<file path="config.mk">
export PLATFORM = sky130hd
export DESIGN_NAME = step_counter
export DESIGN_NICKNAME = d
export VERILOG_FILES = /design/src/common/alu_pkg.sv /design/src/logic/step_counter.sv
export VERILOG_INCLUDE_DIRS = /design/src /design/src/common
export SDC_FILE = /design/constraint.sdc
export NUM_CORES = 1
export LEC_CHECK = 0
export ABC_AREA = 1
export BUFFER_PORTS_ARGS = -buffer_cell sky130_fd_sc_hd__buf_2
export CAP_MARGIN = 10
export CORE_AREA = 2 2 39 41
export CTS_CLUSTER_SIZE = 10
export DETAILED_ROUTE_END_ITERATION = 7
export DIE_AREA = 0 0 41 43
export PLACE_DENSITY = 0.47
export SLEW_MARGIN = 20
export SYNTH_ARGS = -nofsm -noshare
export SYNTH_HDL_FRONTEND = slang
export SYNTH_SLANG_ARGS = --single-unit
</file>
<file path="constraint.sdc">
create_clock -name clk -period 1.4 [get_ports clk]
set_input_delay 0 -clock clk [delete_from_list [all_inputs] [get_ports clk]]
set_output_delay 0 -clock clk [all_outputs]
set_load 0.005 [all_outputs]
</file>
<file path="src/common/alu_consts.svh">
`ifndef ALU_CONSTS_SVH
`define ALU_CONSTS_SVH

// operation codes 0 to 25
`define OP_ADD      5'd0
`define OP_SUB      5'd1
`define OP_MULT     5'd2
`define OP_MULTU    5'd3
`define OP_DIV      5'd4
`define OP_DIVU     5'd5
`define OP_AND      5'd6
`define OP_OR       5'd7
`define OP_XOR      5'd8
`define OP_SLL      5'd9
`define OP_SLLV     5'd10
`define OP_SRL      5'd11
`define OP_SRLV     5'd12
`define OP_SRA      5'd13
`define OP_SRAV     5'd14
`define OP_EQ       5'd15
`define OP_GEZ      5'd16
`define OP_GTZ      5'd17
`define OP_LEZ      5'd18
`define OP_LTZ      5'd19
`define OP_SLT      5'd20
`define OP_SLTU     5'd21
`define OP_NE       5'd22
`define OP_PASS     5'd23
`define OP_JMP      5'd24
`define OP_LUI      5'd25

// word registers indexed by bus address bits 4 to 2
`define REG_RS      3'd0
`define REG_RT      3'd1
`define REG_SHAMT   3'd2
`define REG_CTRL    3'd3
`define REG_OUT     3'd4
`define REG_LO      3'd5
`define REG_HI      3'd6
`define REG_STATUS  3'd7

`define DIV_STEPS   32

`endif

</file>
<file path="src/common/alu_pkg.sv">
package alu_pkg;

    // data word for operands and bus data
    typedef logic [31:0] word_t;

    // multiply product or HI:LO pair
    typedef logic [63:0] dword_t;

    typedef logic [4:0] shamt_t;

    typedef logic [4:0] op_t;

    // word index from adr[4:2]
    typedef logic [2:0] reg_addr_t;

    // divider iteration count up to DIV_STEPS
    typedef logic [5:0] step_t;

    typedef enum logic [1:0] {
        ST_IDLE,
        ST_ACK,
        ST_DIV_RUN,
        ST_DIV_ACK
    } ctrl_state_t;

endpackage

</file>
<file path="src/logic/step_counter.sv">
`timescale 1ns/1ps
`include "alu_consts.svh"

module step_counter (
    input  logic           clk,
    input  logic           rst_n,
    input  logic           clear,
    input  logic           run,
    output alu_pkg::step_t count,
    output logic           last_step
);

    always_ff @(posedge clk or negedge rst_n) begin
        if (!rst_n) begin
            count <= '0;
        end else if (clear) begin
            count <= '0; // clear wins over run
        end else if (run) begin
            count <= count + 1'b1;
        end
    end

    // high on the final iteration only
    assign last_step = run && !clear &&
                       (count == alu_pkg::step_t'(`DIV_STEPS - 1));

endmodule

</file>
**Word-level counts from Yosys, hierarchy flattened**

Index checks and enable logic that the tools add are counted.

- Add/sub/neg operators: 1
- Multiply operators: 0
- Divide/modulo/power cells: 0
- Order comparisons: 0
- Equal/unequal tests: 1
- Shift-type cells: 0
- Multiplexer cells: 2
- Bitwise operators: 0
- Reductions and logical operators: 4

Operators by type and width:

| kind | number |
|---|---|
| 6-bit 2-to-1 mux | 2 |
| 6-bit by 1-bit adder with 6-bit output, second input constant | 1 |
| 6-bit by 5-bit equality test with 1-bit output, second input constant | 1 |
| 1-bit logical AND | 2 |
| 2-bit nonzero test | 1 |
| 1-bit logical NOT | 1 |

- Flip-flop bits (word level): 6
- Latch bits: 0
- Bits in writable memories: 0
- Memory bits (read-only): 0
- Output and inout bits: 7
- Logic and storage cells: 9
- Memories kept: 0

**Depth between registers and ports, before layout**

Gate-level depths: netlist of the first run.

- Word-level depth: 3
- Mapped depth: 5
- Depth with buffers taken out: 5

**Least setup slack after synthesis of the first run**

Ideal clock, no wire load.

- Path kind: flip-flop to flip-flop
- Start point: register count[0]
- End point: register count[1]
- Setup time: 0.121 ns
- Arrival: 0.877 ns
- Setup slack: 0.402 ns
- Stages on the path, launching flop included: 3
- Path buffers: 0
- Clock period less this slack: 0.998 ns
- Path through: dfrtp_1 ha_1 a22o_1

- Longest elaborated chain between the ends: 3

RTL lines:

| item | RTL line | RTL |
|---|---|---|
| start: declaration | step_counter.sv:9 | `output alu_pkg::step_t count,` |
| start signal: assignment | step_counter.sv:19 | `count <= count + 1'b1;` |
| 6-bit by 1-bit adder with 6-bit output | step_counter.sv:19 |  |
| 6-bit 2-to-1 mux | step_counter.sv:18 | `end else if (run) begin` |
| 6-bit 2-to-1 mux | step_counter.sv:16 | `end else if (clear) begin` |

Every way passes these cells. The select of a mux whose other input is x is not followed.
A chain may end at the register's enable or synchronous reset.

**Worst setup path in the final report of the first run**

- Start point: register count[0]
- End point: output port last_step

- Longest elaborated chain between the ends: 2

RTL lines:

| item | RTL line | RTL |
|---|---|---|
| 6-bit by 5-bit equality test with 1-bit output | step_counter.sv:25 | `` (count == alu_pkg::step_t'(`DIV_STEPS - 1)); `` |
| 1-bit logical AND | step_counter.sv:24 | `assign last_step = run && !clear &&` |
| end: declaration | step_counter.sv:10 | `output logic last_step` |

Every way passes these cells.

==> metrics.yaml, run 1 <==
cp.arrival_ps: 1190
clockPowerShare_pct: 40.2
fin_setup_tns_ps: 0
cts_hold_buf: 2
dieArea_um2: 1763
synth_fp_nets: 44
synthSimpleGateAreaFrac_pct: 33.59
cts_tree: "yes"
endpoint_kind: "output pin"
die_x_um: 41
drt-pass1-iter-count: 1
core-area_um2: 1384
period_needed_ps: 1188
p_switching_uw: 82.80
pin_count: 11
dp_slack_ps: 358.7
final_max_slew_viol_count: 0
top_regs: "count (6)"
p_sw_share_pct: 22.02
cts_resized: 0
cts_root_buffer: "clkbuf_4"
maxCapViolations: 0
cts_buffers: 3
grt_pass1_wl_um: 1152
cts_buffer_depth: 2
synth_cell_types: 16
synthMuxAreaShare_pct: 0
ir_drop_uv: 283.4
fill_cells: 154
clkLatencyLatePin_ps: 240
multiInputGateArea_um2: 158.9
globalplace.congestion: 0.7503
hp-class: "input pin to async pin"
syn_inst: 39
relSlewSlack_pct: 86.30
synth_area_um2: 327.8
post_cts_buffers: 0
dieHeight_um: 43
area_growth_pct: 34.35
fmax_mhz: 842.1
power_density_nw_per_um2: 853.7
r2r.worst_path.cells: 4
rr_startpoint: "count[0]"
grt_use_total_pct: 10.12
path_clk_slew_ps: 40
antenna_left: 0
drt_wl_total_um: 651
drcViolationCount: 0
slowest_stage: "dfrtp_1"
port_buffers: 10
ff2ff_setup_slack_ps: 350
period_share_pct: 84.83
num_vias: 294
hpwlAfterDp_um: 561.3
rr_endpoint: "count[2]"
final_cell_mix: "buf_2 (10), nand2_1 (8), dfrtp_1 (6), nor2_1 (4)"
nets: 61
viasPerCell: 4.200
worst_pin_slew_ps: 204.8
seq_power_share_pct: 49.1
wl_per_cell_um: 9.300
cp_max_fo: 5
largest_register: "count"
start_kind: "register"
drive_above_1_share_pct: 35.19
p_int_uw: 293.2
synth_seq_cells: 6
cts_max_level: 1
p_leak_nw: 0.2223
ys_warn_count: 0
final-setup-viol-count: 0
synth_compound_area_share_pct: 11.07
final_common_cell: "buf_2"
slowest_delay_ps: 390
layout_setup_ws_ps: 212.4
cts_sinks: 6
synth_top_family_by_area: "simple AND/OR/NAND/NOR gates"
largest_reg_flops: 6
start_util_pct: 23.69
num_rows: 14
grt_pass1_vias: 299
grt_overflow: 0
avgSynthCellArea_um2: 8.405
status: "completed"
worst_ep_required_time_ps: 1400
diodes: 0
critical_path_class: "register to output pin"
synth_xor_area_share_pct: 0
detail_route.iter0.violations: 0
hold_violations: 0
finClkSkew_ps: 1.381
antenna_found_initial: 0
p_comb_share_pct: 10.7
rsz0062_at_grt: "false"
path_cells: "ha_1 -> nand4_1 -> nor3_2 -> buf_2"
synth-adder-area-share_pct: 3.817
synth_seq_area_share_pct: 45.80
grt_max_degree: 7
register_area_um2: 150.1
## critical path: cells and delay by family, from the launching register on
family        cells  cell delay [ps]
fa+ha+maj         1              200
flops             1              390
simple gates      2              230
buf+inv           1              130
## through the flow
stage / cell area [µm²] / hold WS [ps] / power [mW] / util [%] / std cells
final: 440.4 / 111.1 / 0.3760 / 31.83 / 70
after CTS: 440.4 / 97.91 / 0.3889 / 31.83 / 70
after detailed placement: 397.9 / -171.9 / 0.2230 / 28.75 / 65
after global routing: 440.4 / 130.3 / 0.4038 / 31.83 / 70
after floorplan: 327.8 / -295.6 / 0.2045 / - / 39
after global placement: 397.9 / -166.8 / 0.2248 / 28.75 / 65
## metal layers
| metal | global-route usage (%) | part of all wire (%) | up-vias | wire [µm] |
|---|---|---|---|---|
| met3 | 3.141 | 4.8 | 0 | 31 |
| met1 | 12.21 | 47 | 126 | 309 |
| met5 | 0 | 0 | - | 0 |
| met4 | 8.000 | 0 | 0 | 0 |
| li1 | - | - | 163 | - |
| met2 | 14.06 | 48 | 5 | 310 |
## power by group through the flow
| stage | registers, mW | clock network (mW) | logic (mW) |
|---|---|---|---|
| 4_1_cts | 0.184 | 0.164 | 0.0409 |
| 6_report | 0.184 | 0.151 | 0.0403 |
| 5_1_grt | 0.185 | 0.173 | 0.0461 |
| 3_3_place_gp | 0.187 | 0 | 0.0380 |
| 3_5_place_dp | 0.187 | 0 | 0.0361 |
| 2_1_floorplan | 0.187 | 0 | 0.0175 |
## worst max-delay path by stage
stage / start / endpoint / slack, ps / cells past startpoint
after floorplan: count[0] / count[1] / 400 / 2
after global placement: count[0] / count[4] / 350 / 5
after detailed placement: count[0] / count[2] / 360 / 4
after CTS: count[0] / last_step / 200 / 4
after global routing: count[0] / last_step / 80 / 4
final: count[0] / last_step / 210 / 4
## logic make-up (layout without fill, tap and decap cells)
kind of cell / count (synthesis) / in the layout
AO/OA/AOI/OAI: 6 / 6
AND/OR/NAND/NOR: 21 / 21
buffers and inverters: 5 / 20
adder cells (fa/ha/maj): 1 / 1
flip-flops: 6 / 6
## area by class of cell
type,instances,share of cell area [%]
inverters,5,4.261
repair buffers,12,15.91
flip-flops and latches,6,34.09
multi-input cells,28,36.08
clock buffers,3,5.114
well taps,16,4.545
## synth_stat cells (all sizes together)
cell type	instances	area, µm²
a21oi	3	15.01
nor2	7	43.79
inv	5	18.77
dfrtp	6	150.1
nand3	3	15.01
nor3	2	15.01
ha	1	12.51
nand4	1	6.260
o21bai	1	7.510
nand2	8	30.03
a22o	1	8.760
o21ai	1	5.000
Note: power is estimated with default switching activity, not from simulation.
==> inputs of run 2 (changes only) <==
Clock period 1.4 ns to 1.15 ns, I/O delays scaled along.
==> metrics.yaml, run 2 (synthesis gave the netlist of run 1 again) <==
ir_drop_uv: 326.5
grt_max_degree: 7
status: "finished with violations"
final_max_slew_viol_count: 0
relSlewSlack_pct: 85.01
period_needed_ps: 1156
layout_setup_ws_ps: -6.486
cts_sinks: 6
dieHeight_um: 43
cts_tree: "yes"
cts_buffers: 3
detail_route.iter0.violations: 1
area_growth_pct: 41.98
final_common_cell: "buf_2"
pin_count: 11
path_clk_slew_ps: 50
rsz0062_at_grt: "true"
final-setup-viol-count: 1
power_uw: 472.6
hp-class: "input pin to register"
num_rows: 14
cts_buffer_depth: 2
start_util_pct: 23.69
diodes: 0
critical_path.top_delay_family: "flip-flops"
fmax_mhz: 864.7
nets: 64
drt_wl_total_um: 735
die_x_um: 41
clkLatencyLatePin_ps: 240
grt_use_total_pct: 10.63
globalplace.congestion: 0.7597
cp.arrival_ps: 1160
antenna_left: 0
crit_buf_inv: 1
final_cell_mix: "buf_2 (10), nand2_1 (8), dfrtp_1 (6), nor2_1 (4)"
power_density_nw_per_um2: 1015
cts_root_buffer: "clkbuf_4"
r2r.worst_path.cells: 5
antenna_found_initial: 0
hold_violations: 0
grt_pass1_vias: 322
core-area_um2: 1384
largest_register: "count"
largest_reg_flops: 6
final_area_um2: 465.4
slowest_stage: "dfrtp_1"
worst_ep_required_time_ps: 1150
slowest_delay_ps: 350
critical_path_cell_count: 4
p_leak_nw: 0.2344
dp_slack_ps: 150.2
start_kind: "register"
top_regs: "count (6)"
hpwlAfterDp_um: 611.1
hold_depth: 4
drcViolationCount: 0
wl_per_cell_um: 10.07
critical_path_class: "register to output pin"
dieArea_um2: 1763
worst_pin_slew_ps: 224.0
placed_cell_area_um2: 412.9
port_buffers: 10
cts_max_level: 1
grt_pass1_wl_um: 1235
period_share_pct: 100.6
drive_above_1_share_pct: 40.35
finClkSkew_ps: 5.059
num_vias: 319
path_cells: "ha_2 -> nand4_1 -> nor3_2 -> buf_2"
drt-pass1-iter-count: 4
violations: "setup timing"
maxCapViolations: 0
cp_max_fo: 3
endpoint_kind: "output pin"
viasPerCell: 4.370
grt_overflow: 0
[run 2: per-layer routing]
metal  GRT usage (%)  routed length, µm  vias up
met5               0                  0        -
met4           6.000                  0        0
met3           3.141                 34        0
met2           15.63                362        5
met1           13.20                337      149
li1                -                  -      165
[run 2: path summary, 6_finish.rpt]
kind	from	to	slack, ps
min	clear	count[5]	90
max reg2reg	count[0]	count[4]	80
min reg2reg	count[4]	count[4]	590
max in group asynchronous	rst_n	count[5]	900
max	count[0]	last_step	-6
min in group asynchronous	rst_n	count[1]	100
[run 2: power breakdown]
group | leakage [nW] | switching [mW] | internal, mW | total [mW]
Combinational | 0.138 | 0.0327 | 0.0285 | 0.0613
Clock | 0.0138 | 0.0717 | 0.118 | 0.189
Sequential | 0.0824 | 0.00405 | 0.218 | 0.222
[run 2: layout make-up]
type / count / area [µm²]
Clock buffer: 3 / 22.52
Fill cell: 155 / 918.4
Inverter: 5 / 18.77
Multi-Input combinational cell: 28 / 161.4
Sequential cell: 6 / 150.1
Tap cell: 16 / 20.02
Timing Repair Buffer: 15 / 92.59
[run 2: stage by stage]
stage | hold slack, ps | cells | utilization [%] | setup TNS (ps)
after floorplan | -295.6 | 39 | - | 0
after global placement | -165.3 | 67 | 29.84 | 0
after detailed placement | -167.1 | 67 | 29.84 | 0
after CTS | 80.29 | 73 | 33.63 | -23.70
after global routing | 99.24 | 73 | 33.63 | -79.82
final | 88.85 | 73 | 33.63 | -6.486
[run 2: what timing repair did]
action,4_1_cts,5_1_grt
buffers inserted,1,0
hold buffers,2,0
gates resized for setup,1,0
setup endpoints to repair,1,1
endpoints found under the hold margin,7,0
[run 2: worst register-to-register path: stages, from the launching register on]
cell and delay (ps):
dfrtp_1 350, ha_2 190, nand4_1 110, buf_4 160, nand3_1 70, nand2_1 60
