$ cat src/common/alu_consts.svh
`ifndef ALU_CONSTS_SVH
`define ALU_CONSTS_SVH

// operation codes 0 to 25
`define OP_ADD      5'd0
`define OP_SUB      5'd1
`define OP_MULT     5'd2
`define OP_MULTU    5'd3
`define OP_DIV      5'd4
`define OP_DIVU     5'd5
`define OP_AND      5'd6
`define OP_OR       5'd7
`define OP_XOR      5'd8
`define OP_SLL      5'd9
`define OP_SLLV     5'd10
`define OP_SRL      5'd11
`define OP_SRLV     5'd12
`define OP_SRA      5'd13
`define OP_SRAV     5'd14
`define OP_EQ       5'd15
`define OP_GEZ      5'd16
`define OP_GTZ      5'd17
`define OP_LEZ      5'd18
`define OP_LTZ      5'd19
`define OP_SLT      5'd20
`define OP_SLTU     5'd21
`define OP_NE       5'd22
`define OP_PASS     5'd23
`define OP_JMP      5'd24
`define OP_LUI      5'd25

// word registers indexed by bus address bits 4 to 2
`define REG_RS      3'd0
`define REG_RT      3'd1
`define REG_SHAMT   3'd2
`define REG_CTRL    3'd3
`define REG_OUT     3'd4
`define REG_LO      3'd5
`define REG_HI      3'd6
`define REG_STATUS  3'd7

`define DIV_STEPS   32

`endif

$ cat src/common/alu_pkg.sv
package alu_pkg;

    // data word for operands and bus data
    typedef logic [31:0] word_t;

    // multiply product or HI:LO pair
    typedef logic [63:0] dword_t;

    typedef logic [4:0] shamt_t;

    typedef logic [4:0] op_t;

    // word index from adr[4:2]
    typedef logic [2:0] reg_addr_t;

    // divider iteration count up to DIV_STEPS
    typedef logic [5:0] step_t;

    typedef enum logic [1:0] {
        ST_IDLE,
        ST_ACK,
        ST_DIV_RUN,
        ST_DIV_ACK
    } ctrl_state_t;

endpackage

$ cat src/logic/wb_regs.sv
`timescale 1ns/1ps
`include "alu_consts.svh"

module wb_regs (
    input  logic               clk,
    input  logic               rst_n,
    input  logic               reg_we,
    input  logic               cap_alu,
    input  logic               cap_div,
    input  logic               busy,
    input  alu_pkg::reg_addr_t adr,
    input  alu_pkg::word_t     dat_w,
    input  alu_pkg::word_t     alu_result,
    input  alu_pkg::dword_t    alu_product,
    input  logic               alu_bflag,
    input  alu_pkg::word_t     quotient,
    input  alu_pkg::word_t     remainder,
    output alu_pkg::word_t     dat_r,
    output alu_pkg::word_t     rs,
    output alu_pkg::word_t     rt,
    output alu_pkg::shamt_t    shamt,
    output alu_pkg::op_t       op
);

    alu_pkg::word_t out_q;
    alu_pkg::word_t lo_q;
    alu_pkg::word_t hi_q;
    logic           flag_q;
    logic           is_mul;

    assign is_mul = (op == `OP_MULT) || (op == `OP_MULTU);

    always_ff @(posedge clk or negedge rst_n) begin
        if (!rst_n) begin
            rs     <= '0;
            rt     <= '0;
            shamt  <= '0;
            op     <= '0;
            out_q  <= '0;
            lo_q   <= '0;
            hi_q   <= '0;
            flag_q <= 1'b0;
        end else begin
            if (reg_we) begin
                case (adr)
                    `REG_RS:    rs    <= dat_w;
                    `REG_RT:    rt    <= dat_w;
                    `REG_SHAMT: shamt <= dat_w[4:0];
                    `REG_CTRL:  op    <= dat_w[4:0];
                    default: ; // result registers are read only
                endcase
            end
            if (cap_alu) begin
                out_q  <= alu_result;
                flag_q <= alu_bflag;
                if (is_mul) begin
                    hi_q <= alu_product[63:32];
                    lo_q <= alu_product[31:0];
                end
            end
            if (cap_div) begin
                out_q  <= '0; // divide has no OUT word and never branches
                flag_q <= 1'b0;
                lo_q   <= quotient;
                hi_q   <= remainder;
            end
        end
    end

    always_comb begin
        case (adr)
            `REG_RS:    dat_r = rs;
            `REG_RT:    dat_r = rt;
            `REG_SHAMT: dat_r = {27'd0, shamt};
            `REG_CTRL:  dat_r = {27'd0, op};
            `REG_OUT:   dat_r = out_q;
            `REG_LO:    dat_r = lo_q;
            `REG_HI:    dat_r = hi_q;
            default:    dat_r = {30'd0, busy, flag_q}; // STATUS
        endcase
    end

endmodule

$ cat config.mk
export PLATFORM = sky130hd
export DESIGN_NAME = wb_regs
export DESIGN_NICKNAME = d
export VERILOG_FILES = /design/src/common/alu_pkg.sv /design/src/logic/wb_regs.sv
export VERILOG_INCLUDE_DIRS = /design/src /design/src/common
export SDC_FILE = /design/constraint.sdc
export NUM_CORES = 1
export LEC_CHECK = 0
export BUFFER_PORTS_ARGS = -buffer_cell sky130_fd_sc_hd__buf_2
export CAP_MARGIN = 20
export CORE_MARGIN = 2
export CORE_UTILIZATION = 54
export DETAILED_ROUTE_END_ITERATION = 10
export PLACE_DENSITY = 0.92
export RECOVER_POWER = 50
export SYNTH_ARGS = -nofsm -noshare
export SYNTH_HDL_FRONTEND = slang
export SYNTH_SLANG_ARGS = --single-unit
$ cat constraint.sdc
create_clock -name clk -period 4.5 [get_ports clk]
set_input_delay 0.9 -clock clk [delete_from_list [all_inputs] [get_ports clk]]
set_output_delay 0.9 -clock clk [all_outputs]
set_load 0.05 [all_outputs]
# Word-level counts from Yosys, hierarchy flattened
# Cells that the tools add are included.
op_classes:
  n_addsub: 0
  n_mul: 0
  div: 0
  n_lt_le_gt_ge: 0
  n_eq_ne: 8
  shifts: 0
  muxes: 11
  bitwise_logic: 0
  n_reduce_logical: 9
op_table:
  columns: ["op", "n"]
  rows:
  - ["32-bit two-way mux", 8]
  - ["32-bit one-hot mux with 7 select lines", 1]
  - ["5-bit by 2-bit == test with 1-bit output (second input constant)", 2]
  - ["2-bit AND reduction", 5]
  - ["3-bit == test (second input constant)", 3]
  - ["3-bit by 2-bit == test with 1-bit output (second input constant)", 2]
  - ["2-bit nonzero test", 2]
  - ["3-bit by 1-bit == test with 1-bit output (second input constant)", 1]
  - ["3-bit logical NOT", 1]
  - ["1-bit two-way mux", 2]
  - ["1-bit logical OR", 1]
totals:
  regBits: 171
  latchBits: 0
  ramBits: 0
  romBits: 0
  inputBits: 202
  output_inout_bits: 106
  wordCells: 36
  n_memories: 0

# Logic depth before layout (Yosys ltp)
# Gate-level depths: netlist (run 1).
logic_depth:
  ltp_word: 5
  depth_mapped: 7

# Worst setup path after synthesis (run 1)
# OpenSTA, ideal clock, no wires.
synth_path:
  path_kind: "input to output"
  startpoint: "in adr[0]"
  endpoint: "out dat_r[13]"
  t_arrival_ns: 2.708
  required_ns: 3.600
  slack_ns: 0.892
  path_stages: 6
  path_cell_list: "buf_6 > buf_6 > nor2b_2 > buf_4 > a21oi_1 > o21ai_0"
synth_via:
  elab_chain_len: 2
synth_rtl:
  columns: ["element", "line_no", "source"]
  rows:
  - ["start, declared", "wb_regs.sv:11", "input alu_pkg::reg_addr_t adr,"]
  - ["3-bit == test, or another cell as far along", "wb_regs.sv:71", "case (adr)"]
  - ["32-bit one-hot mux with 7 select lines *", "wb_regs.sv:71", null]
  - ["end, declared", "wb_regs.sv:18", "output alu_pkg::word_t dat_r,"]
# Mark *: on every way between the ends. The rest lies on a longest branch, timed or not.

# Worst setup path in the final report (run 1)
layout_path:
  startpoint: "in adr[0]"
  endpoint: "out dat_r[1]"
# The elaborated chain is that of the path after synthesis.

==> out/results.txt, run 1 <==
FF-to-FF setup slack: 1.83 ns
Die height: 130 µm
Stages on the worst setup path: 7
Clock power share: 0.285
Flop and latch count out of synthesis: 171
Post-route clock period utilization: 0.818
Status: complete, but fails checks
NetSw: 0.00192 W
Crit path buf inv count: 3
Slowest cell on crit path: buf_2
CORE AREA: 15300 µm²
Die W: 130 µm
Slew margin rel.: -1.19
Power Density: 468 nW/µm²
Kind of critical path: primary input to primary output
Tot GR Track Use: 0.304
Combinational share of power: 0.318
Tmin final: 3.68 ns
Synth cell types: 37
Max H-tree Level: 4
Worst-Margin Slew: 3.29 ns
Crit Reg-Reg Startpoint: op[1]
Synthesized cell area: 8530 µm²
Crit-path cells: buf_2 > buf_4 > nor2_1 > a221oi_2 > nand3_1 > a21oi_1 > buf_2
CTS clk-pin slew, worst paths: 0.06 ns
CP Max Fanout: 16
Crit. End Element: primary output
Worst VDD drop: 0.287 mV
Sw Share: 0.386
Post-CTS setup buffers: 0
Hold Path Class: register to register
Overall via count from detail_route: 7047
Worst R2R Path Depth: 4
Row count: 45
Worst-skew pair later-pin latency: 0.43 ns
Post-synthesis sequential area ratio: 0.501
CTS buffer count: 17
GRT overflow: 0
Crit path arrival time: 2.78 ns
PostCTS Resize Cnt: 0
Initial antenna violation count: 1
Critical path's top delay family: buffers and inverters
WHS: 0.480 ns
Number of buffers added on ports: 307
Critical path launch point: adr[0]
Sink Count: 171
Fin. Hold Viols: 0
Post-DP Area: 10100 µm²
P_leak: 5.30 nW
Yosys warning total: 0
Final instance area: 10600 µm²
Design Power: 0.00498 W
Final core utilization: 0.695
Final setup viols: 0
Syn avg cell area: 11.8 µm²
IO Count: 308
Req. time, crit path: 3.60 ns
First-pass GRT wire length: 37700 µm
RSZ-0062 raised after global routing: false
TritonCTS clock tree: yes
Sequential share of power: 0.397
Clock Skew: 0.00716 ns
DRC: 0
Hpwl dp: 18800 µm
Full die area: 16800 µm²
Cells after Synth: 722
Routed wire per std cell: 20.6 µm
Fmax: 272 MHz
First-pass DRT Iterations: 5
Internal Pwr Total: 0.00306 W
GP Congestion: 0.910
Clock root cell: clkbuf_16
Vias in the first global route: 6777
Max Slew Vio Count: 163
Area delta synth->final: 24.7%
Setup crit end: dat_r[1]
Largest net degree at the start of global routing: 75
Critical Path Start Type: primary input
Setup_tns: 0 ns
Final nets: 1209
Hold Buf Count CTS: 0
Initial DRC Count: 567
Syn Nets: 924
Antenna viol nets, final: 0
Total Routed Length: 25400 µm
Capturing point of the worst reg2reg path: lo_q[4]
CTS Buffer Depth: 2
Total of max-cap violations: 3
Initial core utilization: 0.557
Filler cells: 1120
Worst path most repeated cell: buf_2
Vias/cell: 5.71
Violated checks: capacitance limit, slew limit
Critical path's largest stage delay: 0.39 ns
Proportion of layout cells with a drive suffix above 1: 0.424
## registers in the layout (all words and copies together) (netlist names)
| name | count |
|---|---|
| lo_q | 32 |
| out_q | 32 |
| rt | 32 |
| shamt | 5 |
| flag_q | 1 |
| rs | 32 |
| op | 5 |
| hi_q | 32 |
## power by group through the flow
| stage | Clock [W] | Combinational [W] | Sequential, W |
|---|---|---|---|
| after global placement | 0 | 0.00156 | 0.00198 |
| after CTS | 0.00142 | 0.00159 | 0.00197 |
| final | 0.00142 | 0.00158 | 0.00198 |
| after floorplan | 0 | 0.000633 | 0.00246 |
| after detailed placement | 0 | 0.00159 | 0.00199 |
| after global routing | 0.00149 | 0.00167 | 0.00200 |
## kinds of logic after synthesis
| logic type | after synthesis | share of synthesized area |
|---|---|---|
| buffers and inverters | 57 | 0.0438 |
| multiplexers | 211 | 0.281 |
| AO/OA/AOI/OAI | 134 | 0.0950 |
| flip-flops | 171 | 0.501 |
| AND/OR/NAND/NOR | 149 | 0.0784 |
## layer usage
layer / track usage / share of wire / up-vias
li1: - / - / 3164
met1: 0.431 / 0.43 / 3436
met2: 0.476 / 0.48 / 388
met3: 0.0537 / 0.074 / 59
met4: 0.111 / 0.025 / 0
met5: 0 / 0 / -
## worst reg2reg max path: cells and delay by family (launching register included)
family          cells  cell delay, ns
flops               1            0.42
buf+inv             1            1.34
compound gates      2            0.51
simple gates        1            0.20
## worst min-delay path by stage
stage	startpoint	end	slack, ns	depth (start not counted)
6_report	hi_q[20]	hi_q[20]	0.48	2
5_1_grt	lo_q[16]	lo_q[16]	0.51	2
4_1_cts	lo_q[26]	lo_q[26]	0.49	2
3_5_place_dp	hi_q[20]	hi_q[20]	0.47	2
3_3_place_gp	lo_q[19]	lo_q[19]	0.46	2
2_1_floorplan	lo_q[14]	lo_q[14]	0.44	2
## cell usage after synthesis, drive strengths merged
cell type / count / share of area
dfrtp: 171 / 0.50
mux2i: 119 / 0.14
nand2: 81 / 0.036
mux2: 77 / 0.10
o21ai: 76 / 0.045
nor2: 52 / 0.024
buf: 45 / 0.039
a22o: 27 / 0.028
a21oi: 21 / 0.012
mux4: 15 / 0.040
clkbuf: 11 / 0.0048
a221oi: 4 / 0.0056
a22oi: 3 / 0.0026
nand2b: 3 / 0.0031
nor2b: 3 / 0.0043
nor4b: 3 / 0.0038
o22ai: 3 / 0.0022
nand3: 2 / 0.0012
nor3: 2 / 0.0038
and2: 1 / 0.00073
and2b: 1 / 0.00088
inv: 1 / 0.00044
nand4b: 1 / 0.0010
## per-stage QoR
step | setup slack [ns] | instances
floorplan | 0.892 | 722
global placement | 0.896 | 1199
detailed placement | 0.809 | 1199
CTS | 0.800 | 1231
global route | 0.316 | 1232
finish | 0.821 | 1234
## cells in the final DEF, fill, tap and decap left out, types with 3 or more instances in the layout
cell type   count
a22o_1         27
mux2i_1       119
inv_6           3
o22ai_1         3
diode_2         3
clkbuf_1       19
clkinvlp_4      4
mux2_2         70
buf_2         289
mux2_1          6
nor2_1         51
o21ai_1         3
dfrtp_1       171
a21oi_1        21
clkbuf_16      17
buf_4          12
o21ai_0        73
mux4_2         15
a22oi_1         3
nand2_1        80
## layout make-up
cell class              instances  area (µm²)  area share
repair buffers                322        1640       0.154
inverters                       1        3.75    0.000353
diodes                          3        7.51    0.000705
well taps                     211         264      0.0248
multi-input cells             494        3880       0.365
flip-flops and latches        171        4280       0.402
clock inverters                12         114      0.0107
clock buffers                  20         457      0.0429
Power figures use the tool's default switching activity.
==> inputs of run 2 (changes only) <==
--- a/config.mk
+++ b/config.mk
@@ -9,9 +9,9 @@
 export BUFFER_PORTS_ARGS = -buffer_cell sky130_fd_sc_hd__buf_2
 export CAP_MARGIN = 20
 export CORE_MARGIN = 2
-export CORE_UTILIZATION = 54
+export CORE_UTILIZATION = 45
 export DETAILED_ROUTE_END_ITERATION = 10
-export PLACE_DENSITY = 0.92
+export PLACE_DENSITY = 0.82
 export RECOVER_POWER = 50
 export SYNTH_ARGS = -nofsm -noshare
 export SYNTH_HDL_FRONTEND = slang
==> constraint.sdc (replaced) <==
create_clock -name clk -period 3 [get_ports clk]
set_input_delay 0.6 -clock clk [delete_from_list [all_inputs] [get_ports clk]]
set_output_delay 0.6 -clock clk [all_outputs]
set_load 0.05 [all_outputs]
==> out/results.txt, run 2 (same netlist as run 1, synthesis figures left out) <==
Initial antenna violation count: 3 (was 1)
Proportion of layout cells with a drive suffix above 1: 0.447 (was 0.424)
Routed wire per std cell: 20.1 µm (was 20.6 µm)
PostCTS Resize Cnt: 0 (unchanged)
IO Count: 308 (unchanged)
Hold Path Class: primary input to register (was register to register)
Number of buffers added on ports: 307 (unchanged)
Hpwl dp: 18800 µm (about the same)
Crit. End Element: primary output (unchanged)
Slowest cell on crit path: mux4_2 (was buf_2)
Fmax: 349 MHz
Die W: 142 µm (was 130 µm)
Critical Path Start Type: primary input (unchanged)
Clock Skew: 0.00742 ns (was 0.00716 ns)
Total of max-cap violations: 2 (was 3)
Critical path's largest stage delay: 0.52 ns (was 0.39 ns)
Worst-skew pair later-pin latency: 0.43 ns (about the same)
P_leak: 5.43 nW (was 5.30 nW)
CTS clk-pin slew, worst paths: 0.07 ns (was 0.06 ns)
CP Max Fanout: 13 (was 16)
Vias/cell: 5.47 (was 5.71)
First-pass DRT Iterations: 5 (unchanged)
Req. time, crit path: 2.40 ns (was 3.60 ns)
GRT overflow: 0 (unchanged)
Slew margin rel.: -0.104 (was -1.19)
GP Congestion: 0.902 (was 0.910)
Post-CTS setup buffers: 0 (unchanged)
Tmin final: 2.87 ns
Worst VDD drop: 0.370 mV (was 0.287 mV)
Row count: 50 (was 45)
CTS buffer count: 17 (unchanged)
Max H-tree Level: 4 (unchanged)
Vias in the first global route: 6851 (was 6777)
Area delta synth->final: 27.0% (was 24.7%)
Critical path's top delay family: buffers and inverters (unchanged)
CTS Buffer Depth: 2 (unchanged)
Kind of critical path: primary input to primary output (unchanged)
Violated checks: capacitance limit, slew limit (unchanged)
Final setup viols: 0 (unchanged)
CORE AREA: 18600 µm² (was 15300 µm²)
Total Routed Length: 25500 µm (was 25400 µm)
Final nets: 1220 (was 1209)
Post-route clock period utilization: 0.955
Final worst slack: 0.134 ns (was 0.821 ns)
Overall via count from detail_route: 6926 (was 7047)
Full die area: 20100 µm² (was 16800 µm²)
Hold Buf Count CTS: 0 (unchanged)
DRC: 0 (unchanged)
Worst-Margin Slew: 1.66 ns (was 3.29 ns)
Power Density: 707 nW/µm² (was 468 nW/µm²)
Largest net degree at the start of global routing: 91 (was 75)
Setup_tns: 0 ns (unchanged)
Initial core utilization: 0.458 (was 0.557)
Commonest cells after routing, fill and taps aside: buf_2 (304), dfrtp_1 (171), mux2i_1 (119), nand2_1 (80), mux2_2 (70) (was buf_2 (289), dfrtp_1 (171), mux2i_1 (119), nand2_1 (80), o21ai_0 (73))
Crit path arrival time: 2.27 ns (was 2.78 ns)
Die height: 142 µm (was 130 µm)
Crit path buf inv count: 3 (unchanged)
Status: complete, but fails checks (unchanged)
RSZ-0062 raised after global routing: false (unchanged)
Pre-CTS WS: 0.153 ns (was 0.809 ns)
Crit-path cells: buf_2 > buf_4 > mux4_2 > nor2_1 > a21oi_1 > buf_2 (was buf_2 > buf_4 > nor2_1 > a221oi_2 > nand3_1 > a21oi_1 > buf_2)
Sink Count: 171 (unchanged)
TritonCTS clock tree: yes (unchanged)
Commonest non-fill, non-tap cell in the layout: buf_2 (unchanged)
Initial DRC Count: 541 (was 567)
Worst path most repeated cell: buf_2 (unchanged)
Max Slew Vio Count: 48 (was 163)
Antenna viol nets, final: 0 (unchanged)
Tot GR Track Use: 0.255 (was 0.304)
First-pass GRT wire length: 38700 µm (was 37700 µm)
Fin. Hold Viols: 0 (unchanged)
Clock root cell: clkbuf_16 (unchanged)
-- run 2: changes by cell type in the layout (fill, tap and decap cells not counted), moves of 2 or more --
cell,previous run,this run
buf_2,289,304
bufinv_16,1,3
o21ai_0,73,63
clkbuf_1,19,3
o21ai_1,3,13
clkbuf_2,1,4
buf_4,12,19
-- run 2: layout make-up --
| cell class | count | area [µm²] |
|---|---|---|
| fillers | 1577 | 7810 |
| flip-flops and latches | 171 | 4280 |
| multi-input cells | 494 | 3890 |
| repair buffers | 333 | 1740 |
| clock buffers | 19 | 453 |
| well taps | 234 | 293 |
| clock inverters | 13 | 166 |
| diodes | 2 | 5.00 |
| inverters | 1 | 3.75 |
-- run 2: per-layer routing --
metal	vias up	GRT usage	part of all wire
met2	309	0.392	0.47
met4	0	0.112	0.031
met1	3378	0.358	0.45
met5	-	0	0
li1	3179	-	-
met3	60	0.0422	0.054
-- run 2: final timing paths --
path | end | depth (start not counted) | startpoint | slack [ns]
max reg2reg | hi_q[29] | 5 | op[2] | 1.13
max | dat_r[2] | 6 | adr[0] | 0.13
min in group asynchronous | rt[26] | 1 | rst_n | 0.46
max in group asynchronous | hi_q[31] | 2 | rst_n | 0.51
min reg2reg | lo_q[21] | 2 | lo_q[21] | 0.48
min | rs[15] | 2 | dat_w[15] | 0.41
-- run 2: metrics by stage --
step           utilization  hold slack [ns]  cell area [µm²]  cells  total power (W)
2_1_floorplan            -            0.304             8530    722          0.00464
3_3_place_gp         0.551            0.461            10300   1233          0.00535
3_5_place_dp         0.551            0.471            10300   1233          0.00540
4_1_cts              0.584            0.133            10900   1265          0.00770
5_1_grt              0.581            0.393            10800   1267          0.00796
6_report             0.581            0.408            10800   1267          0.00766
-- run 2: report_power, final --
part           total [W]  switching (W)  internal [W]  leakage (nW)
clock            0.00230       0.000935       0.00136         0.296
sequential       0.00297       0.000299       0.00267          2.10
combinational    0.00240        0.00165      0.000743          3.03
total            0.00766        0.00289       0.00477          5.43
