## src/common/alu_consts.svh

```systemverilog
`ifndef ALU_CONSTS_SVH
`define ALU_CONSTS_SVH

// operation codes 0 to 25
`define OP_ADD      5'd0
`define OP_SUB      5'd1
`define OP_MULT     5'd2
`define OP_MULTU    5'd3
`define OP_DIV      5'd4
`define OP_DIVU     5'd5
`define OP_AND      5'd6
`define OP_OR       5'd7
`define OP_XOR      5'd8
`define OP_SLL      5'd9
`define OP_SLLV     5'd10
`define OP_SRL      5'd11
`define OP_SRLV     5'd12
`define OP_SRA      5'd13
`define OP_SRAV     5'd14
`define OP_EQ       5'd15
`define OP_GEZ      5'd16
`define OP_GTZ      5'd17
`define OP_LEZ      5'd18
`define OP_LTZ      5'd19
`define OP_SLT      5'd20
`define OP_SLTU     5'd21
`define OP_NE       5'd22
`define OP_PASS     5'd23
`define OP_JMP      5'd24
`define OP_LUI      5'd25

// word registers indexed by bus address bits 4 to 2
`define REG_RS      3'd0
`define REG_RT      3'd1
`define REG_SHAMT   3'd2
`define REG_CTRL    3'd3
`define REG_OUT     3'd4
`define REG_LO      3'd5
`define REG_HI      3'd6
`define REG_STATUS  3'd7

`define DIV_STEPS   32

`endif

```

## src/common/alu_pkg.sv

```systemverilog
package alu_pkg;

    // data word for operands and bus data
    typedef logic [31:0] word_t;

    // multiply product or HI:LO pair
    typedef logic [63:0] dword_t;

    typedef logic [4:0] shamt_t;

    typedef logic [4:0] op_t;

    // word index from adr[4:2]
    typedef logic [2:0] reg_addr_t;

    // divider iteration count up to DIV_STEPS
    typedef logic [5:0] step_t;

    typedef enum logic [1:0] {
        ST_IDLE,
        ST_ACK,
        ST_DIV_RUN,
        ST_DIV_ACK
    } ctrl_state_t;

endpackage

```

## src/logic/exec_ctrl.sv

```systemverilog
`timescale 1ns/1ps
`include "alu_consts.svh"

module exec_ctrl (
    input  logic               clk,
    input  logic               rst_n,
    input  logic               cyc,
    input  logic               stb,
    input  logic               we,
    input  alu_pkg::reg_addr_t adr,
    input  alu_pkg::op_t       op_w,
    input  logic               last_step,
    output logic               ack,
    output logic               reg_we,
    output logic               cap_alu,
    output logic               div_start,
    output logic               cap_div,
    output logic               busy
);

    alu_pkg::ctrl_state_t state;
    alu_pkg::ctrl_state_t state_nxt;

    logic req;
    logic ctrl_wr;
    logic is_div;
    logic alu_pend_q;               // CTRL write waiting for result capture

    assign req     = cyc && stb && (state == alu_pkg::ST_IDLE);
    assign ctrl_wr = req && we && (adr == `REG_CTRL);
    assign is_div  = (op_w == `OP_DIV) || (op_w == `OP_DIVU);

    always_comb begin
        state_nxt = state;
        case (state)
            alu_pkg::ST_IDLE: begin
                if (req) begin
                    state_nxt = (ctrl_wr && is_div) ? alu_pkg::ST_DIV_RUN : alu_pkg::ST_ACK;
                end
            end
            alu_pkg::ST_ACK: begin
                state_nxt = alu_pkg::ST_IDLE;
            end
            alu_pkg::ST_DIV_RUN: begin
                if (last_step) begin
                    state_nxt = alu_pkg::ST_DIV_ACK;
                end
            end
            default: begin
                state_nxt = alu_pkg::ST_IDLE; // ST_DIV_ACK
            end
        endcase
    end

    always_ff @(posedge clk or negedge rst_n) begin
        if (!rst_n) begin
            state      <= alu_pkg::ST_IDLE;
            alu_pend_q <= 1'b0;
            div_start  <= 1'b0;
        end else begin
            state      <= state_nxt;
            alu_pend_q <= ctrl_wr && !is_div;
            div_start  <= ctrl_wr && is_div; // pulse after the op register is loaded
        end
    end

    assign reg_we  = req && we; // registers written on the request edge
    assign ack     = (state == alu_pkg::ST_ACK) || (state == alu_pkg::ST_DIV_ACK);
    assign cap_alu = (state == alu_pkg::ST_ACK) && alu_pend_q;
    assign cap_div = (state == alu_pkg::ST_DIV_ACK);
    assign busy    = (state == alu_pkg::ST_DIV_RUN);

endmodule

```

## config.mk

```make
export PLATFORM = sky130hd
export DESIGN_NAME = exec_ctrl
export DESIGN_NICKNAME = d
export VERILOG_FILES = /design/src/common/alu_pkg.sv /design/src/logic/exec_ctrl.sv
export VERILOG_INCLUDE_DIRS = /design/src /design/src/common
export SDC_FILE = /design/constraint.sdc
export NUM_CORES = 1
export LEC_CHECK = 0
export BUFFER_PORTS_ARGS = -buffer_cell sky130_fd_sc_hd__buf_4
export CAP_MARGIN = 5
export CORE_AREA = 2 2 39 41
export CTS_CLUSTER_DIAMETER = 30
export DETAILED_ROUTE_END_ITERATION = 6
export DIE_AREA = 0 0 41 43
export GPL_TIMING_DRIVEN = 0
export REMOVE_ABC_BUFFERS = 1
export SLEW_MARGIN = 25
export SYNTH_ARGS = -nofsm -noshare
export SYNTH_HDL_FRONTEND = slang
export SYNTH_SLANG_ARGS = --single-unit
```

## constraint.sdc

```tcl
create_clock -name clk -period 1.3 [get_ports clk]
set_input_delay 0.13 -clock clk [delete_from_list [all_inputs] [get_ports clk]]
set_output_delay 0.13 -clock clk [all_outputs]
set_load 0.01 [all_outputs]
```

# ---- Word-level counts from Yosys, hierarchy flattened
# Cells that the tools add are included.
dict set report word_totals {
  reg_bits 4
  inputBits 14
}
dict set report op_classes {
  eq_ne 8
  muxes 4
  reduce_logical 12
}
# operator n
set ops {}
lappend ops {{$eq A5 B3 Y1 const B} 2}
lappend ops {{$logic_and A1 B1 Y1} 7}
lappend ops {{$mux W2} 3}
lappend ops {{$eq A2 B2 Y1 const B} 2}
lappend ops {{$ne A2 B2 Y1 const B} 2}
lappend ops {{$pmux W2 S2} 1}
lappend ops {{$eq A3 B2 Y1 const B} 1}
lappend ops {{$eq A2 B1 Y1 const B} 1}
lappend ops {{$logic_not A2 Y1} 1}
lappend ops {{$logic_or A1 B1 Y1} 2}
lappend ops {{$reduce_and A2 Y1} 1}
lappend ops {{$logic_not A1 Y1} 1}

# ---- Longest topological paths before layout
# Gate-level depths: netlist of run 1.
dict set report logic_depth {
  ltp_word 8
  mapped_depth 3
  depth_no_buf 3
}

# ---- Least setup slack after synthesis of run 1
# Ideal clock, no wire load.
dict set report synth_timing {
  path_type {input-to-reg}
  start {input op_w[1]}
  end {register state[0]}
  setup_ns 0.127
  arrival_ns 0.961
  required_ns 1.173
  path_slack_ns 0.212
  cell_stages 3
  n_path_buf 0
  cell_sequence {or4b_4 nor4_4 nor3_1}
}
dict set report synth_between {
  elab_chain_cells 6
  word_cells_on_any_way 7
}
# element line
set synth_rtl {}
lappend synth_rtl {{start: declaration} exec_ctrl.sv:11} ;# input alu_pkg::op_t op_w,
lappend synth_rtl {{$eq A5 B3 Y1 (no line)} -}
lappend synth_rtl {{$logic_or A1 B1 Y1 (*)} exec_ctrl.sv:31} ;# assign is_div = (op_w == `OP_DIV) || (op_w == `OP_DIVU);
lappend synth_rtl {{$logic_and A1 B1 Y1 (*)} exec_ctrl.sv:38} ;# state_nxt = (ctrl_wr && is_div) ? alu_pkg::ST_DIV_RUN : alu_pkg::ST_ACK;
lappend synth_rtl {{$mux W2 (*)} exec_ctrl.sv:38}
lappend synth_rtl {{$mux W2 (*)} exec_ctrl.sv:37} ;# if (req) begin
lappend synth_rtl {{$pmux W2 S2 (*)} exec_ctrl.sv:35} ;# case (state)
lappend synth_rtl {{end signal: assignment} exec_ctrl.sv:57} ;# state <= alu_pkg::ST_IDLE;
lappend synth_rtl {{end signal: assignment} exec_ctrl.sv:61} ;# state <= state_nxt;
lappend synth_rtl {{end: declaration} exec_ctrl.sv:21} ;# alu_pkg::ctrl_state_t state;
# Mark *: on every way between the ends. The rest lies on a longest branch, timed or not. The select of a mux whose other input is x is not followed.
# A chain may end at the register's enable or synchronous reset.

# ---- Worst setup path after layout of run 1
dict set report layout_timing {
  start {register state[0]}
  end {output reg_we}
}
dict set report layout_between {
  elab_chain_cells 3
}
# element line
set layout_rtl {}
lappend layout_rtl {{$logic_not A2 Y1} exec_ctrl.sv:29} ;# assign req = cyc && stb && (state == alu_pkg::ST_IDLE);
lappend layout_rtl {{$logic_and A1 B1 Y1} exec_ctrl.sv:29}
lappend layout_rtl {{$logic_and A1 B1 Y1} exec_ctrl.sv:67} ;# assign reg_we = req && we;
lappend layout_rtl {{end: declaration} exec_ctrl.sv:14} ;# output logic reg_we,
# Every way passes these cells.

==> impl_results.md, run 1 <==
- Outcome: completed
- Worst Setup End Kind: output port
- Cell count after synthesis: 20
- Root buf cell: clkbuf_4
- Largest family of logic cells by synthesized area: simple AND/OR/NAND/NOR gates
- Wire per inst: slightly above 10 µm
- Area growth syn-to-layout: 83.87%
- Die Area: 1763 µm²
- Power density over the cells: 801.7 nW/µm²
- Post-route antenna net violation count: 0
- WP data arrival: ~1.1 ns
- Leakage dissipation: approximately 0.22 nW
- CTS tree: done
- Worst Path Buf+Inv: 1
- Setup Slack @ Placement: about 0.038 ns
- Sequential fraction of the synthesis area: roughly 43%
- Total CTS buffers: 3
- IO Port Bufs: 18
- Fraction of the mapped netlist area in simple logic gates: 53.23%
- CP startpoint kind: flop
- # Max-Cap Violations: 0
- Fmax: roughly 0.81 GHz
- Slew HR: between 80% and 90%
- Max H-tree Level: 1
- Commonest register cell after synthesis: dfrtp_1
- Yosys top cell area share: between 40% and 50%
- Die Wd: approximately 40 µm
- Async set-reset flop share out of synthesis: 100.0%
- Starting Density: roughly 17%
- CP max stage delay: about 0.42 ns
- Share of layout cells above drive strength 1: roughly 64%
- Vias post-DR: roughly 240
- Die height: 43 µm
- Nets: between 50 and 60
- Final min period: approximately 1.2 ns
- RSZ-0062 raised after global routing: no
- Synth Area in XOR/XNOR: 0%
- Critical path class: reg -> out
- Final setup viols: 0
- # rows: 14
- Grt total ovfl: 0
- Mapped Area: between 200 and 250 µm²
- Dominant cell type by area after synthesis: dfrtp_1
- Compound-cell area share of the yosys netlist: under 10%
- Most frequent cell after synthesis: dfrtp_1
- Critical Path Slowest Stage Cell: dfrtp_2
- Vias per cell: ~4.2
- Reg clk slew, reported paths: ~0.040 ns
- CTS sink count: 4
- Crit path max-delay family: flip-flops
- Fin worst setup slack: 0.06952 ns
- WL final: slightly below 600 µm
- Final hold violations: 0
- Initial antenna violation count: 0
- Core area: around 1400 µm²
- Post-route DRC violation count: 0
- # IOs: 20
- Fillcell total: 150
- Multiplexer share of the synthesized area: 0%
- Top cells by instance count after synthesis: 4 x dfrtp_1, 2 x nor2_1, 2 x nor3_1
- Area contributors post-synth: dfrtp_1 43%, nand4b_4 10%, nor4_4 9.1%
- Worst Tran Pin Value: roughly 0.30 ns
- Final Cycle Share: a little over nine tenths
- Distinct cell type count after synthesis: 15
- Hold crit path type: in -> reg
- CP Cell Sequence: nand4b_4, nor2_2, buf_4
- First-pass GRT wire length: just under 900 µm
- Setup TNS: 0 ns
- M1 WL: approximately 240 µm
- Post-Synth Adder-Cell Area: 0%
- Yosys reg bits: 4
- Post-DP HPWL: roughly 460 µm
- YS warnings: 0
- Number of global-route vias before repair: approximately 220
- Top Layer Used: met4
- WP data required: ~1.2 ns
- Max VDD drop: between 0.2 and 0.25 mV
- DR WL met2: ~250 µm
- Drt first pass iters: 2
- Clk_lat worst skew: about 0.23 ns
- GRT Util Overall: 7.887%
- Initial detailed-routing violation count: 3
- GPL Wtd Cong: roughly 0.68
- WL met3: 95 µm
- Diodes inserted: 0
- EDFF count, synth: 0
- Syn_area_per_cell: between 10 and 15 µm²
- Largest net degree at the start of global routing: 9
- Worst Skew: 0.001075 ns
- Clock buffer depth: 2
- CP Max Fanout: 5
- Max Slew Vio Count: 0
[tightest hold or removal path, stage by stage]
cell and delay [ns]:
buf_4 0.08, or4b_4 0.13, nor4_4 0.05
[stage by stage]
step                hold WS (ns)   power, W  std cells  util, %  instance area (µm²)
floorplan                -0.1656  0.0001463         19        -                229.0
global placement        -0.07399  0.0001846         53    27.76                384.1
detailed placement      -0.07241  0.0001860         53    27.76                384.1
CTS                       0.1851  0.0003488         57    30.11                416.7
global route              0.2004  0.0003618         58    30.92                427.9
finish                    0.1906  0.0003430         58    30.92                427.9
[worst paths after layout]
kind	start	end	slack [ns]	cells past startpoint
worst min-delay path	op_w[4]	div_start	0.19	3
min in group asynchronous	rst_n	state[1]	0.24	2
worst max register to register	state[0]	state[0]	0.17	3
max in group asynchronous	rst_n	state[0]	0.95	2
worst min register to register	state[0]	state[0]	0.58	2
worst max-delay path	state[0]	reg_we	0.07	3
[kinds of logic (layout without fill, tap and decap cells)]
| logic type | Yosys count | after routing |
|---|---|---|
| flip-flops | 4 | 4 |
| AO/OA/AOI/OAI | 1 | 1 |
| buffers and inverters | 1 | 23 |
| AND/OR/NAND/NOR | 14 | 14 |
[layout make-up]
| cell class | instances | area (µm²) | share of cell area, % |
|---|---|---|---|
| Multi-Input combinational cell | 15 | 131.4 | 30.70 |
| Timing Repair Buffer | 20 | 152.6 | 35.67 |
| Sequential cell | 4 | 101.3 | 23.68 |
| Clock buffer | 3 | 22.52 | 5.263 |
| Tap cell | 16 | 20.02 | 4.678 |
[cells in the final DEF, fill, tap and decap left out, types with 2 or more instances in the layout]
cell type / count
dfrtp_1: 3
nor3_1: 2
clkbuf_4: 3
buf_4: 19
[where the power goes]
part / leakage, nW / total, W / switching (W) / internal (W)
sequential: 0.0536 / 0.000130 / 0.00000264 / 0.000128
clock: 0.0138 / 0.000153 / 0.0000503 / 0.000103
combinational: 0.149 / 0.0000592 / 0.0000206 / 0.0000387
total: 0.216 / 0.000343 / 0.0000735 / 0.000270
[flip-flops by register name (all words and copies together), names as in the netlist]
signal / flops
div_start: 1
alu_pend_q: 1
state: 2
[what timing repair did]
action / 4_1_cts / 5_1_grt
setup endpoints to repair: 0 / 1
buffers inserted: 0 / 1
hold buffers: 1 / 0
endpoints found under the hold margin: 4 / 0
resized for setup: 0 / 2
[routing by layer]
| layer | GRT usage (%) | up-vias |
|---|---|---|
| met1 | 8.553 | 102 |
| met3 | 3.141 | 2 |
| li1 | - | 119 |
| met2 | 10.63 | 21 |
| met4 | 8.000 | 0 |
| met5 | 0 | - |
(Power assumes the default switching activity.)
==> run 2, diff against run 1 <==
Settings changed: GPL_TIMING_DRIVEN 0 to 1.
==> run 2 against run 1 <==
Effect of this change:
- first-iteration DRC count decreased by 100%
- maximum frequency increased by 3.5%
- sequential power about the same
- cell count unchanged
- sequential share of layout area decreased by 0.085 points
- setup slack improved by 0.041 ns
- die area unchanged
==> impl_results.md, run 2 (same netlist as run 1, synthesis figures left out) <==
- CP Cell Sequence: nor2b_1, buf_4
- Regs by FF count: state: 2 flops, alu_pend_q: 1 flops, div_start: 1 flops
- # IOs: 20
- First-pass GRT wire length: between 800 and 900 µm
- Root buf cell: clkbuf_4
- Power density over the cells: between 700 and 800 nW/µm²
- Max VDD drop: between 0.2 and 0.25 mV
- Vias per cell: 4.103
- CP max stage delay: ~0.48 ns
- Max Slew Vio Count: 0
- GPL Wtd Cong: 0.6836
- Outcome: completed
- CTS sink count: 4
- Slew HR: slightly above 80%
- Area growth syn-to-layout: 82.26%
- # Max-Cap Violations: 0
- Nets: 58
- Clock buffer depth: 2
- CP Max Fanout: 8
- Worst Tran Pin Value: approximately 0.27 ns
- CP startpoint kind: flop
- WL final: ~570 µm
- Fillcell total: approximately 150
- Post-cts sizing count: 0
- Final hold violations: 0
- Diodes inserted: 0
- Max H-tree Level: 1
- Top reg by flops: state
- Reg clk slew, reported paths: approximately 0.040 ns
- Commonest non-fill, non-tap cell in the layout: buf_4
- Hold crit path type: in -> reg
- Die Area: approximately 1800 µm²
- Die Wd: about 40 µm
- Highest-count cells in the layout ignoring fill and taps: 19 x buf_4, 4 x dfrtp_1, 3 x clkbuf_4
- Leakage dissipation: 0.2180 nW
- Max reg flops: 2
- Total CTS buffers: 3
- WP data required: around 1.2 ns
- Core area: about 1400 µm²
- IO Port Bufs: 18
- Initial detailed-routing violation count: 0
- Final min period: roughly 1.2 ns
- Final Cycle Share: about nine tenths
- WP data arrival: about 1.1 ns
- Fmax: approximately 0.84 GHz
- Starting Density: ~17%
- CTS tree: done
- # rows: 14
- Hold_buf cts: 1
- Critical path class: reg -> out
- Setup TNS: 0 ns
- Share of layout cells above drive strength 1: ~60%
- Number of global-route vias before repair: around 220
- Critical Path Slowest Stage Cell: dfrtp_1
- Worst Skew: between 0.002 and 0.0025 ns
- Die height: 43 µm
- Post-route antenna net violation count: 0
- Cells after DPL: 54
- Fin worst setup slack: about 0.11 ns
- Post-route DRC violation count: 0
- Wire per inst: a little under 10 µm
- Final setup viols: 0
- Grt total ovfl: 0
- Finished Layout Cells: 58
- Vias post-DR: approximately 240
- Post-DP HPWL: 499.2 µm
- Largest net degree at the start of global routing: 9
- Worst Setup End Kind: output port
- Initial antenna violation count: 0
- RSZ-0062 raised after global routing: no
- Drt first pass iters: 1
- Setup Slack @ Placement: slightly above 0.04 ns
- Clk_lat worst skew: between 0.2 and 0.25 ns
- # Post-CTS Setup Buffers: 0
- GRT Util Overall: between 7 and 8%
## run 2: cell counts in the layout (fill, tap and decap cells not counted)
Identical to the previous run, type by type.
## run 2: power breakdown
| group | switching [W] | internal, W |
|---|---|---|
| Combinational | 0.0000215 | 0.0000386 |
| Sequential | 0.00000140 | 0.000127 |
| Clock | 0.0000446 | 0.000103 |
## run 2: cell type report
class	instances	area, µm²	share of cell area (%)
Multi-Input combinational cell	15	128.9	30.38
Sequential cell	4	100.1	23.60
Tap cell	16	20.02	4.720
Timing Repair Buffer	20	152.6	35.99
Clock buffer	3	22.52	5.310
## run 2: final timing paths
path,end,slack [ns],start,cells past startpoint
max in group asynchronous,state[1],0.95,rst_n,2
setup reg to reg,state[0],0.23,state[0],3
hold / removal,div_start,0.19,op_w[4],3
setup / recovery,busy,0.11,state[1],2
hold reg to reg,state[0],0.57,state[0],2
min in group asynchronous,alu_pend_q,0.25,rst_n,2
## run 2: stage by stage
step,hold slack (ns),total power (W),area [µm²],utilization (%)
floorplan,-0.1656,0.0001463,229.0,-
global placement,-0.07180,0.0001874,391.6,28.30
detailed placement,-0.07380,0.0001888,391.6,28.30
CTS,0.1830,0.0003462,424.2,30.65
global route,0.2031,0.0003513,424.2,30.65
finish,0.1900,0.0003364,424.2,30.65
## run 2: metal layers
layer / GRT usage (%) / vias to the layer above / wire length, µm
li1: - / 117 / -
met1: 7.895 / 102 / 221
met2: 11.25 / 19 / 263
met3: 3.141 / 0 / 85
met4: 6.000 / 0 / 0
met5: 0 / - / 0
## run 2: critical path, delay by kind of cell, from the launching register on
family	cells	cell delay, ns
AND/OR/NAND/NOR	1	0.21
buffers and inverters	1	0.14
flip-flops	1	0.48
==> run 3, diff against run 2 <==
Settings changed: PLACE_DENSITY from default to 0.44.
==> run 3 against run 2 <==
Effect of this change:
- clock power increased by 9%
- clock-buffer cell count unchanged
- power increased by 3.8%
- sequential power about the same
- combinational power about the same
- sequential share of layout area increased by 0.22 points
- cell count unchanged
- non-clock buffer count unchanged
- cell area increased by 0.29%
- wire length increased by 7.0%
- global-route usage increased by 1.2 points
- largest cell class unchanged
==> impl_results.md, run 3 (same netlist as run 1, synthesis figures left out) <==
- Clock buffer depth: 2
- CP Max Fanout: 5
- Max H-tree Level: 1
- Area growth syn-to-layout: 82.80%
- Critical Path Slowest Stage Cell: dfrtp_1
- Worst Setup End Kind: output port
- RSZ-0062 raised after global routing: no
- Max VDD drop: 0.3649 mV
- Slew HR: between 80 and 90%
- Vias per cell: ~4.3
- Drt first pass iters: 2
- Worst Path Buf+Inv: 2
- Power density over the cells: a little over 800 nW/µm²
- Max reg flops: 2
- # rows: 14
- Post-DP HPWL: roughly 480 µm
- CTS sink count: 4
- # Post-CTS Setup Buffers: 0
- Initial antenna violation count: 0
- Core area: around 1400 µm²
- Reg clk slew, reported paths: 0.04 ns
- CTS tree: done
- Largest net degree at the start of global routing: 9
- Leakage dissipation: 0.2163 nW
- Total CTS buffers: 3
- Commonest non-fill, non-tap cell in the layout: buf_4
- Hold crit path type: in -> reg
- GPL Wtd Cong: roughly 0.6
- Number of global-route vias before repair: around 250
- Final Cycle Share: 93.05%
- Final min period: approximately 1.2 ns
- WP data arrival: 1.08 ns
- Fmax: 0.8267 GHz
- Die Area: ~1800 µm²
- Post-route DRC violation count: 0
- CP most frequent cell: buf_4
- Vias post-DR: 250
- CP startpoint kind: flop
- Root buf cell: clkbuf_4
- Clk_lat worst skew: between 0.2 and 0.25 ns
- Regs by FF count: state: 2 flops, alu_pend_q: 1 flops, div_start: 1 flops
- Setup TNS: 0 ns
- Share of layout cells above drive strength 1: ~62%
- CP max stage delay: about 0.37 ns
- Max Slew Vio Count: 0
- Outcome: completed
- Worst Tran Pin Value: approximately 0.24 ns
- Die height: approximately 43 µm
- CP Cell Sequence: buf_4, nor2b_1, buf_4
- Wire per inst: between 10 and 15 µm
- Initial detailed-routing violation count: 2
- WL final: about 610 µm
- Setup Slack @ Placement: roughly 0.044 ns
- # IOs: 20
- Post-route antenna net violation count: 0
- Critical path class: reg -> out
- Top reg by flops: state
- WP data required: around 1.2 ns
- Crit path max-delay family: flip-flops
- Highest-count cells in the layout ignoring fill and taps: 19 x buf_4, 3 x dfrtp_1, 3 x clkbuf_4
- Worst Skew: approximately 0.0056 ns
- GRT Util Overall: under 10%
- # Max-Cap Violations: 0
- First-pass GRT wire length: about 970 µm
- Diodes inserted: 0
- Die Wd: a little over 40 µm
- Fin worst setup slack: approximately 0.09 ns
- Nets: 58
- Final setup viols: 0
- Final hold violations: 0
- Grt total ovfl: 0
- Starting Density: approximately 17%
- IO Port Bufs: 18
-- run 3: cell counts in the layout (fill, tap and decap cells not counted) --
No cell type changed its count.
-- run 3: area by class of cell --
cell class              instances  area [µm²]
well taps                      16       20.02
multi-input cells              15       128.9
fillers                       154       958.4
repair buffers                 20       152.6
flip-flops and latches          4       101.3
clock buffers                   3       22.52
-- run 3: repair_timing --
action / 4_1_cts / 5_1_grt
setup endpoints to repair: 0 / 1
hold buffers: 1 / 0
hold endpoints to repair: 4 / 0
gates resized for setup: 0 / 1
-- run 3: worst paths after layout --
path                       startpoint        end  slack, ns  cells after the start
setup / recovery             state[0]       busy       0.09                      3
hold / removal                op_w[4]  div_start       0.18                      3
setup reg to reg             state[0]   state[0]       0.24                      3
hold reg to reg              state[1]  div_start       0.55                      1
max in group asynchronous       rst_n   state[1]       0.95                      2
min in group asynchronous       rst_n   state[0]       0.23                      2
-- run 3: report_power, final --
group          internal, W  switching (W)
Sequential        0.000127     0.00000139
Combinational    0.0000386      0.0000213
Clock             0.000104      0.0000568
Total             0.000270      0.0000795
-- run 3: per-stage QoR --
step / instance area [µm²] / total power [W] / instances / hold slack (ns) / util, %
finish: 425.4 / 0.0003491 / 58 / 0.1774 / 30.74
global route: 425.4 / 0.0003723 / 58 / 0.1824 / 30.74
CTS: 424.2 / 0.0003575 / 58 / 0.1715 / 30.65
detailed placement: 391.6 / 0.0001881 / 54 / -0.07243 / 28.30
global placement: 391.6 / 0.0001870 / 54 / -0.07430 / 28.30
floorplan: 229.0 / 0.0001463 / 19 / -0.1656 / -
-- run 3: worst register-to-register path, cell delays in order, from the launching register on --
cell      delay, ns
dfrtp_1        0.37
nand4b_4       0.21
nor4_4         0.29
nor3_1         0.08
-- run 3: layer usage --
metal	track usage [%]	share of wire, %
met2	11.25	41
met3	8.377	20
met1	9.355	38
met5	0	0
met4	4.000	0
